`src/common/decoder_pkg.sv`:
```
`default_nettype none

package decoder_pkg;

    // lattice size, rows run along X and columns along Z
    localparam int GRID_ROWS = 3;
    localparam int GRID_COLS = 4;
    localparam int UNIT_COUNT = GRID_ROWS * GRID_COLS;
    localparam int ADDR_WIDTH = $clog2(UNIT_COUNT);

    // edge weights per direction
    localparam int WEIGHT_X = 1;
    localparam int WEIGHT_Z = 2;

    // a link is fully grown once both half edges are covered
    localparam int LINK_LENGTH_X = 2 * WEIGHT_X;
    localparam int LINK_LENGTH_Z = 2 * WEIGHT_Z;
    localparam int MAX_LINK_LENGTH =
        (LINK_LENGTH_X > LINK_LENGTH_Z) ? LINK_LENGTH_X : LINK_LENGTH_Z;
    localparam int GROWTH_WIDTH = $clog2(MAX_LINK_LENGTH + 1);

    // link slots of a unit
    localparam int SLOT_UP = 0;
    localparam int SLOT_DOWN = 1;
    localparam int SLOT_LEFT = 2;
    localparam int SLOT_RIGHT = 3;
    localparam int SLOT_COUNT = 4;

    typedef enum logic [1:0] {
        STAGE_IDLE  = 2'd0,
        STAGE_LOAD  = 2'd1,
        STAGE_GROW  = 2'd2,
        STAGE_MERGE = 2'd3
    } stage_t;

    // address is row * GRID_COLS + column
    typedef logic [ADDR_WIDTH-1:0] addr_t;

endpackage

`default_nettype wire

```
`src/hdl/stage_control.sv`:
```
`timescale 1ns/1ps
`default_nettype none

module stage_control (
    input  wire                  clk,
    input  wire                  reset,
    input  wire decoder_pkg::stage_t stage_i,
    input  wire                  root_changed_i,
    output logic                 load_o,
    output logic                 grow_o,
    output logic                 merge_o,
    output logic                 busy_o
);

    decoder_pkg::stage_t stage_q;
    decoder_pkg::stage_t stage_prev_q;

    always_ff @(posedge clk) begin
        if (reset) begin
            stage_q <= decoder_pkg::STAGE_IDLE;
            stage_prev_q <= decoder_pkg::STAGE_IDLE;
            busy_o <= 1'b0;
        end else begin
            stage_q <= stage_i;
            stage_prev_q <= stage_q;
            // any root still moving keeps the grid busy
            busy_o <= root_changed_i;
        end
    end

    assign load_o = (stage_q == decoder_pkg::STAGE_LOAD);
    assign merge_o = (stage_q == decoder_pkg::STAGE_MERGE);

    // one growth step per entry into the grow stage
    assign grow_o = (stage_q == decoder_pkg::STAGE_GROW) &&
                    (stage_prev_q != decoder_pkg::STAGE_GROW);

    grow_single_pulse: assert property (
        @(posedge clk) disable iff (reset)
        grow_o |=> !grow_o
    ) else $error("grow pulse held for more than one cycle");

endmodule

`default_nettype wire

```
`src/grid/neighbor_link.sv`:
```
`timescale 1ns/1ps
`default_nettype none

module neighbor_link #(
    parameter int LINK_LENGTH = decoder_pkg::LINK_LENGTH_X
) (
    input  wire                     clk,
    input  wire                     reset,
    input  wire                     load_i,
    input  wire                     grow_i,
    input  wire                     a_active_i,
    input  wire                     b_active_i,
    input  wire decoder_pkg::addr_t a_root_i,
    input  wire decoder_pkg::addr_t b_root_i,
    output decoder_pkg::addr_t      a_peer_root_o,
    output decoder_pkg::addr_t      b_peer_root_o,
    output logic                    fully_grown_o
);

    logic [decoder_pkg::GROWTH_WIDTH-1:0] count_q;
    logic [decoder_pkg::GROWTH_WIDTH:0]   count_sum;

    // each active end grows the link by one
    assign count_sum = {1'b0, count_q}
                     + (decoder_pkg::GROWTH_WIDTH + 1)'(a_active_i)
                     + (decoder_pkg::GROWTH_WIDTH + 1)'(b_active_i);

    always_ff @(posedge clk) begin
        if (reset) begin
            count_q <= '0;
        end else if (load_i) begin
            count_q <= '0;
        end else if (grow_i) begin
            if (count_sum >= (decoder_pkg::GROWTH_WIDTH + 1)'(LINK_LENGTH)) begin
                count_q <= (decoder_pkg::GROWTH_WIDTH)'(LINK_LENGTH);
            end else begin
                count_q <= count_sum[decoder_pkg::GROWTH_WIDTH-1:0];
            end
        end
    end

    assign fully_grown_o = (count_q == (decoder_pkg::GROWTH_WIDTH)'(LINK_LENGTH));

    // each side sees the root across the link
    assign a_peer_root_o = b_root_i;
    assign b_peer_root_o = a_root_i;

    count_saturates: assert property (
        @(posedge clk) disable iff (reset)
        count_q <= (decoder_pkg::GROWTH_WIDTH)'(LINK_LENGTH)
    ) else $error("link count %0d beyond length %0d", count_q, LINK_LENGTH);

endmodule

`default_nettype wire

```
`src/grid/processing_unit.sv`:
```
`timescale 1ns/1ps
`default_nettype none

module processing_unit #(
    parameter decoder_pkg::addr_t UNIT_ADDR = '0
) (
    input  wire                                clk,
    input  wire                                reset,
    input  wire                                load_i,
    input  wire                                merge_i,
    input  wire                                syndrome_i,
    input  wire [decoder_pkg::SLOT_COUNT-1:0]  link_grown_i,
    input  wire decoder_pkg::addr_t            peer_roots_i [decoder_pkg::SLOT_COUNT],
    output decoder_pkg::addr_t                 root_o,
    output logic                               active_o,
    output logic                               root_changed_o
);

    logic               defect_q;
    decoder_pkg::addr_t root_q;
    decoder_pkg::addr_t min_root;

    // smallest root visible over fully grown links
    always_comb begin
        min_root = root_q;
        for (int s = 0; s < decoder_pkg::SLOT_COUNT; s++) begin
            if (link_grown_i[s] && (peer_roots_i[s] < min_root)) begin
                min_root = peer_roots_i[s];
            end
        end
    end

    always_ff @(posedge clk) begin
        if (reset) begin
            defect_q <= 1'b0;
            root_q <= UNIT_ADDR;
        end else if (load_i) begin
            defect_q <= syndrome_i;
            root_q <= UNIT_ADDR;
        end else if (merge_i) begin
            root_q <= min_root;
        end
    end

    assign root_o = root_q;

    // a grown link pulls this site into the cluster
    assign active_o = defect_q | (|link_grown_i);

    assign root_changed_o = merge_i && (min_root < root_q);

    // roots only ever come from lower addresses reached through the links
    root_bounded: assert property (
        @(posedge clk) disable iff (reset)
        root_q <= UNIT_ADDR
    ) else $error("unit %0d root %0d above own address", UNIT_ADDR, root_q);

endmodule

`default_nettype wire

```
`src/grid/unit_grid.sv`:
```
`timescale 1ns/1ps
`default_nettype none

module unit_grid (
    input  wire                              clk,
    input  wire                              reset,
    input  wire                              load_i,
    input  wire                              grow_i,
    input  wire                              merge_i,
    input  wire [decoder_pkg::UNIT_COUNT-1:0] syndrome_i,
    output wire decoder_pkg::addr_t          roots_o [decoder_pkg::UNIT_COUNT],
    output wire [decoder_pkg::UNIT_COUNT-1:0] active_o,
    output wire                              root_changed_o
);

    wire [decoder_pkg::SLOT_COUNT-1:0] link_grown [decoder_pkg::UNIT_COUNT];
    wire decoder_pkg::addr_t peer_roots [decoder_pkg::UNIT_COUNT][decoder_pkg::SLOT_COUNT];
    wire [decoder_pkg::UNIT_COUNT-1:0] unit_changed;

    // links indexed by their lower address unit
    wire                     x_grown [decoder_pkg::UNIT_COUNT];
    wire decoder_pkg::addr_t x_to_a [decoder_pkg::UNIT_COUNT];
    wire decoder_pkg::addr_t x_to_b [decoder_pkg::UNIT_COUNT];
    wire                     z_grown [decoder_pkg::UNIT_COUNT];
    wire decoder_pkg::addr_t z_to_a [decoder_pkg::UNIT_COUNT];
    wire decoder_pkg::addr_t z_to_b [decoder_pkg::UNIT_COUNT];

    for (genvar a = 0; a < decoder_pkg::UNIT_COUNT; a++) begin : g_site
        processing_unit #(
            .UNIT_ADDR (decoder_pkg::addr_t'(a))
        ) u_unit (
            .clk            (clk),
            .reset          (reset),
            .load_i         (load_i),
            .merge_i        (merge_i),
            .syndrome_i     (syndrome_i[a]),
            .link_grown_i   (link_grown[a]),
            .peer_roots_i   (peer_roots[a]),
            .root_o         (roots_o[a]),
            .active_o       (active_o[a]),
            .root_changed_o (unit_changed[a])
        );

        // X link to the next row
        if (a / decoder_pkg::GRID_COLS < decoder_pkg::GRID_ROWS - 1) begin : g_link_x
            neighbor_link #(
                .LINK_LENGTH (decoder_pkg::LINK_LENGTH_X)
            ) u_link (
                .clk(clk), .reset(reset), .load_i(load_i), .grow_i(grow_i),
                .a_active_i    (active_o[a]),
                .b_active_i    (active_o[a + decoder_pkg::GRID_COLS]),
                .a_root_i      (roots_o[a]),
                .b_root_i      (roots_o[a + decoder_pkg::GRID_COLS]),
                .a_peer_root_o (x_to_a[a]),
                .b_peer_root_o (x_to_b[a]),
                .fully_grown_o (x_grown[a])
            );
        end else begin : g_no_link_x
            assign x_grown[a] = 1'b0;
            assign x_to_a[a] = '1;
            assign x_to_b[a] = '1;
        end

        // Z link to the next column
        if (a % decoder_pkg::GRID_COLS < decoder_pkg::GRID_COLS - 1) begin : g_link_z
            neighbor_link #(
                .LINK_LENGTH (decoder_pkg::LINK_LENGTH_Z)
            ) u_link (
                .clk(clk), .reset(reset), .load_i(load_i), .grow_i(grow_i),
                .a_active_i    (active_o[a]),
                .b_active_i    (active_o[a + 1]),
                .a_root_i      (roots_o[a]),
                .b_root_i      (roots_o[a + 1]),
                .a_peer_root_o (z_to_a[a]),
                .b_peer_root_o (z_to_b[a]),
                .fully_grown_o (z_grown[a])
            );
        end else begin : g_no_link_z
            assign z_grown[a] = 1'b0;
            assign z_to_a[a] = '1;
            assign z_to_b[a] = '1;
        end

        // down and right come from this unit's own links, tied off at the edge
        assign link_grown[a][decoder_pkg::SLOT_DOWN] = x_grown[a];
        assign peer_roots[a][decoder_pkg::SLOT_DOWN] = x_to_a[a];
        assign link_grown[a][decoder_pkg::SLOT_RIGHT] = z_grown[a];
        assign peer_roots[a][decoder_pkg::SLOT_RIGHT] = z_to_a[a];

        if (a / decoder_pkg::GRID_COLS > 0) begin : g_up
            assign link_grown[a][decoder_pkg::SLOT_UP] = x_grown[a - decoder_pkg::GRID_COLS];
            assign peer_roots[a][decoder_pkg::SLOT_UP] = x_to_b[a - decoder_pkg::GRID_COLS];
        end else begin : g_no_up
            assign link_grown[a][decoder_pkg::SLOT_UP] = 1'b0;
            assign peer_roots[a][decoder_pkg::SLOT_UP] = '1;
        end

        if (a % decoder_pkg::GRID_COLS > 0) begin : g_left
            assign link_grown[a][decoder_pkg::SLOT_LEFT] = z_grown[a - 1];
            assign peer_roots[a][decoder_pkg::SLOT_LEFT] = z_to_b[a - 1];
        end else begin : g_no_left
            assign link_grown[a][decoder_pkg::SLOT_LEFT] = 1'b0;
            assign peer_roots[a][decoder_pkg::SLOT_LEFT] = '1;
        end
    end

    assign root_changed_o = |unit_changed;

endmodule

`default_nettype wire

```
`src/hdl/cluster_decoder_top.sv`:
```
`timescale 1ns/1ps
`default_nettype none

module cluster_decoder_top (
    input  wire                              clk,
    input  wire                              reset,
    input  wire decoder_pkg::stage_t         stage_i,
    input  wire [decoder_pkg::UNIT_COUNT-1:0] syndrome_i,
    output wire decoder_pkg::addr_t          roots_o [decoder_pkg::UNIT_COUNT],
    output wire [decoder_pkg::UNIT_COUNT-1:0] active_o,
    output wire                              busy_o
);

    wire load;
    wire grow;
    wire merge;
    wire root_changed;

    // stage sequencing and convergence flag
    stage_control u_stage_control (
        .clk            (clk),
        .reset          (reset),
        .stage_i        (stage_i),
        .root_changed_i (root_changed),
        .load_o         (load),
        .grow_o         (grow),
        .merge_o        (merge),
        .busy_o         (busy_o)
    );

    // lattice of units and links
    unit_grid u_unit_grid (
        .clk            (clk),
        .reset          (reset),
        .load_i         (load),
        .grow_i         (grow),
        .merge_i        (merge),
        .syndrome_i     (syndrome_i),
        .roots_o        (roots_o),
        .active_o       (active_o),
        .root_changed_o (root_changed)
    );

endmodule

`default_nettype wire

```
`config.mk`:
```
export PLATFORM = sky130hd
export DESIGN_NAME = cluster_decoder_top
export DESIGN_NICKNAME = d
export VERILOG_FILES = /design/src/common/decoder_pkg.sv /design/src/hdl/stage_control.sv /design/src/grid/neighbor_link.sv /design/src/grid/processing_unit.sv /design/src/grid/unit_grid.sv /design/src/hdl/cluster_decoder_top.sv
export SDC_FILE = /design/constraint.sdc
export NUM_CORES = 1
export LEC_CHECK = 0
export ABC_AREA = 1
export BUFFER_PORTS_ARGS = -buffer_cell sky130_fd_sc_hd__buf_4
export CORE_AREA = 2 2 155 157
export CTS_CLUSTER_DIAMETER = 150
export DETAILED_ROUTE_END_ITERATION = 6
export DIE_AREA = 0 0 157 159
export PLACE_DENSITY = 0.72
export SLEW_MARGIN = 10
export SYNTH_ARGS = -nofsm -noshare
export SYNTH_HDL_FRONTEND = slang
export SYNTH_SLANG_ARGS = --single-unit
```
`constraint.sdc`:
```
create_clock -name clk -period 4.7 [get_ports clk]
set_input_delay 0.235 -clock clk [delete_from_list [all_inputs] [get_ports clk]]
set_output_delay 0.235 -clock clk [all_outputs]
set_load 0.03 [all_outputs]
```
# Word level (Yosys, flattened, before mapping)
# Index checks and enable logic that the tools add are counted.
# word_totals
reg_bits	116
in_bits	16
output_inout_bits	61
wordCells	286
# classes
n_addsub	34
order_cmp	63
n_eq_ne	21
n_mux	51
bitwise	12
reduce_logical	61
# op_table
op	n
$lt A4 B4 Y1	46
$mux W4	34
$add A3 B1 Y4	17
$add A4 B1 Y4	17
$mux W3	17
$logic_and A1 B1 Y1	47
$ge A4 B3 Y1 const B	9
$ge A4 B2 Y1 const B	8
$eq A3 B3 Y1 const B	9
$eq A3 B2 Y1 const B	8
$reduce_or A3 Y1	6
$or A1 B1 Y1	12
$reduce_or A12 Y1	1
$reduce_or A2 Y1	5
$reduce_or A4 Y1	2
$eq A2 B2 Y1 const B	2
$eq A2 B1 Y1 const B	1
$ne A2 B2 Y1 const B	1

# Longest topological paths before layout
# logic_depth
depth_word	15
ltp_mapped	41
mapped_depth_nobuf	41

# Cells and area by module
# From an unflattened synthesis, not the netlist that was laid out.
# hier_totals
hier_cells	2595
hier_area_um2	15984.1
# by_module_without_submodules
mod	n_inst	cells_per_inst	area_per_inst_um2	seq_area_each_um2
neighbor_link at u_unit_grid.g_site[0].g_link_z.u_link ...	9	34	245.2	60.1
neighbor_link at u_unit_grid.g_site[0].g_link_x.u_link ...	8	39	266.5	60.1
processing_unit at u_unit_grid.g_site[3].u_unit ...	2	163	954.7	100.1
processing_unit at u_unit_grid.g_site[1].u_unit	1	165	980.9	100.1
processing_unit at u_unit_grid.g_site[5].u_unit	1	162	979.7	100.1
processing_unit at u_unit_grid.g_site[2].u_unit	1	162	974.7	100.1
processing_unit at u_unit_grid.g_site[0].u_unit	1	164	967.2	100.1
processing_unit at u_unit_grid.g_site[7].u_unit	1	160	945.9	100.1
processing_unit at u_unit_grid.g_site[10].u_unit	1	160	939.7	100.1
processing_unit at u_unit_grid.g_site[8].u_unit	1	162	939.7	100.1
processing_unit at u_unit_grid.g_site[6].u_unit	1	159	934.6	100.1
processing_unit at u_unit_grid.g_site[4].u_unit	1	161	932.1	100.1
processing_unit at u_unit_grid.g_site[11].u_unit	1	161	925.9	100.1
stage_control	1	22	163.9	100.1
unit_grid	1	13	51.3	0.0

# Least setup slack after synthesis
# OpenSTA, ideal clock, no wires.
# synth_path
path_type	register -> register
from	register u_unit_grid.g_site[5].u_unit.root_q[3]
to	register u_stage_control.busy_o
setup_time_ns	0.109
t_arrival_ns	4.874
path_slack_ns	-0.282
stages_incl_launch_ff	35
cell_sequence	dfxtp_1 inv_1 ha_1 nand2_1 inv_1 nand2_2 nand3_4 nand2_1 o21ai_0 ha_1 nor4_1 nand2_1 nand2_4 inv_2 o21ai_0 ha_1 inv_1 o21a_1 nand2_2 nand2_1 o21a_1 inv_1 ha_1 a211oi_1 nand2_4 nand2_1 o21ai_0 ha_1 nand2_1 inv_1 nand2_1 nand2_1 nand3_1 nand2_1 inv_1
# synth_between
elab_chain_cells	15
word_cells_on_any_way	50
cone_classes	order compare (18); mux (13); reduce/logical (19)
# synth_lines
element	line	rtl
start: declaration	processing_unit.sv:20	decoder_pkg::addr_t root_q;
start signal: assignment	processing_unit.sv:41	root_q <= min_root;
$lt A4 B4 Y1	processing_unit.sv:27	if (link_grown_i[s] && (peer_roots_i[s] < min_root)) begin
$logic_and A1 B1 Y1	processing_unit.sv:27	
$mux W4 (*)	processing_unit.sv:27	
$lt A4 B4 Y1	processing_unit.sv:27	
$logic_and A1 B1 Y1	processing_unit.sv:27	
$mux W4 (*)	processing_unit.sv:27	
$lt A4 B4 Y1	processing_unit.sv:27	
$logic_and A1 B1 Y1	processing_unit.sv:27	
$mux W4 (*)	processing_unit.sv:27	
$lt A4 B4 Y1	processing_unit.sv:27	
$logic_and A1 B1 Y1	processing_unit.sv:27	
$mux W4 (*)	processing_unit.sv:27	
net u_unit_grid.g_site[5].u_unit.min_root[3]	processing_unit.sv:21	decoder_pkg::addr_t min_root;
$lt A4 B4 Y1 (*)	processing_unit.sv:50	assign root_changed_o = merge_i && (min_root < root_q);
$logic_and A1 B1 Y1 (*)	processing_unit.sv:50	
$reduce_or A12 Y1 (*)	unit_grid.sv:107	assign root_changed_o = |unit_changed;
end signal: assignment	stage_control.sv:27	busy_o <= root_changed_i;
end: declaration	stage_control.sv:12	output logic busy_o
# Mark *: on every way through the listed nets, which the timed path passes. The rest lies on a longest branch.
# A chain may end at the register's enable or synchronous reset.

# Final worst setup path
# Same ends and word-level chain as after synthesis.

==> flow_summary.yaml <==
drt:
  via_per_inst: 5.30
  drc: 0
  ant_nets: 0
  first_iter_violations: 747
  wl_per_cell_um: 15.7
  wl_um: 31700
  vias: 10700
  first_pass_iters: 6
clock_network:
  htreeDepth: 4
  cts_root_buf: "clkbuf_16"
  cts.sinks: 116
  hold_buffers: 0
  clkTransAtPathRegs_ps: 60
  cts_tree: "yes"
  ctsLongestPathBuffers: 2
  clkLatencyLatePin_ps: 420
  cts_buffers: 17
floorplan:
  dieHeight_um: 159
  dieWidth_um: 157
  start_util: 0.443
  pin_count: 77
  die_area_mm2: 0.0250
  core_area_mm2: 0.0232
  rows: 56
timing:
  worst_slew_pin_slew_ps: 1190
  timing.final.crit_share: 0.966
  clock.fmax_mhz: 220
  rsz0062_at_grt: "true"
  relSlewSlack: 0.199
  fin_tns_setup_ps: 0
  finalSetupViolCount: 0
  hold_violations: 0
  final_max_slew_viol_count: 0
  skew_ps: 9.32
  hold_slack_ps: 48.3
  period_minus_slack_ps: 4540
critical_path:
  end_kind: "register"
  cp_max_fo: 7
  critPathBufInv: 5
  cp_top_family: "simple AND/OR/NAND/NOR gates"
  ff2ff_path_depth: 34
  reg2reg_slack_ps: 160
  critPathRequiredTime_ps: 5070
  rr_startpoint: "u_unit_grid.g_site[5].u_unit.root_o[3]"
  arrival_ps: 4910
  crit_type: "reg -> reg"
  cp-startpoint: "u_unit_grid.g_site[5].u_unit.root_o[3]"
  worst_path_max_delay_cell: "dfxtp_2"
  critPathLaunchType: "register"
  cpMostUsedCell: "nand2_1"
  cpPeakStageDelay_ps: 340
  worst_r2r_endpoint: "u_stage_control.busy_o"
layout:
  layout_common_cells: "nand2_1, inv_1, buf_4"
  area_delta_synth_final_pct: 22.8
  drive_gt1_frac: 0.175
  antenna_cells: 0
  post-route-util: 0.544
  nets: 1854
  layout_commonest_cell: "nand2_1"
  final_cell_count_no_fill: 2014
  fillCellCount: 2191
grt:
  grt_pass1_vias: 9926
  grt_max_degree: 40
  grt_overflow: 0
  track_usage: 0.252
  grt_pass1_wl_um: 49900
  antenna_found_initial: 0
place:
  portBuffers: 76
  routabilityCongestion: 0.932
  hpwl_um: 23300
  placed_cells: 1972
yosys:
  postSynthNetCount: 1704
  yosys_warnings: 0
  yosys.cell_types.count: 38
  syn_inst: 1532
  ys_seq_area_frac: 0.226
  synth_area_mm2: 0.0103
  ys_ff_latch: 116
  syn_area_per_cell_um2: 6.71
hold_path:
  whs_endpoint: "u_stage_control.stage_q[1]"
  hp-class: "in -> reg"
  hp-start: "stage_i[1]"
  hold_path_depth: 3
run:
  drv_cap: 0
power_and_ir_drop:
  cellPowerDensity_mw_per_mm2: 309
  leakagePower_nw: 6.38
  ir_worst_vdd_mv: 0.254
run_status:
  status: "finished, final reports clean"
flip-flops by register name, indices dropped and copies added, names as in the netlist:
signal                                      flops
u_unit_grid.g_site.u_unit.defect_q             12
u_stage_control.stage_prev_q                    2
u_stage_control.stage_q                         2
u_stage_control.busy_o                          1
u_unit_grid.g_site.g_link_x.u_link.count_q     24
u_unit_grid.g_site.u_unit.root_o               48
u_unit_grid.g_site.g_link_z.u_link.count_q     27
through the flow:
stage               area, µm²  worst slack [ps]  power, mW
detailed placement      11700              -158       2.36
CTS                     12400              23.6       3.86
global placement        11700              30.2       2.32
global route            12600              -129       4.12
floorplan               10300              10.9       1.99
finish                  12600               161       3.89
final cells by class:
class,instances,area [µm²],share of cell area
Multi-Input combinational cell,1094,6880,0.545
Sequential cell,116,2330,0.185
Timing Repair Buffer,172,1290,0.102
Inverter,281,1060,0.0838
Clock buffer,19,443,0.0351
Tap cell,319,399,0.0316
Clock inverter,13,219,0.0173
worst max-delay path by stage:
stage	end	slack (ps)	depth (start not counted)
finish	u_stage_control.busy_o	160	34
global route	u_stage_control.busy_o	-130	35
CTS	u_stage_control.busy_o	20	29
detailed placement	u_stage_control.busy_o	-160	33
global placement	u_stage_control.busy_o	30	33
floorplan	u_stage_control.busy_o	10	34
Yosys cell counts, drive strengths merged:
| library cell | instances | area (µm²) |
|---|---|---|
| nand4 | 9 | 56.3 |
| fa | 17 | 340 |
| nor2 | 53 | 234 |
| nand2 | 423 | 1690 |
| a2111oi | 8 | 70.1 |
| o21ai | 129 | 649 |
| buf | 15 | 113 |
| o211ai | 27 | 203 |
| a31oi | 2 | 27.5 |
| nand3 | 82 | 450 |
| inv | 278 | 1040 |
| and2 | 4 | 25.0 |
| clkinv | 3 | 11.3 |
| o21a | 17 | 128 |
| a311oi | 4 | 35.0 |
| ha | 139 | 1740 |
| a21boi | 1 | 7.51 |
| dfxtp | 116 | 2320 |
| nor4 | 8 | 50.1 |
| xor2 | 4 | 35.0 |
| a21oi | 111 | 578 |
| nor3 | 25 | 135 |
| clkbuf | 26 | 97.6 |
| a211oi | 31 | 233 |
worst min-delay path, stage by stage:
cell and delay (ps):
buf_4 70, inv_1 40, nor2_1 80
power by group:
part / internal, mW / switching [mW]
Sequential: 1.03 / 0.0406
Combinational: 0.492 / 0.840
Clock: 0.964 / 0.523
per-layer routing:
metal | routed length (µm) | vias to the layer above | track usage
li1 | - | 5341 | -
met1 | 13900 | 4945 | 0.317
met2 | 15000 | 310 | 0.425
met3 | 1540 | 71 | 0.0340
met4 | 1290 | 0 | 0.114
met5 | 0 | - | 0
logic make-up after synthesis:
group / share of synthesized area
compound gates: 0.188
xor+xnor: 0.00341
fa+ha+maj: 0.202
buf+inv: 0.123
flops: 0.226
simple gates: 0.257
timing repair:
| action | in CTS | in global routing |
|---|---|---|
| gates resized for setup | 6 | 49 |
| setup endpoints to repair | 1 | 3 |
| buffers inserted | 0 | 10 |
| pin swaps | 1 | 34 |
| gates cloned | 0 | 0 |
| endpoints found under the hold margin | 0 | 0 |
No activity file was read; power rests on OpenSTA's default activity.
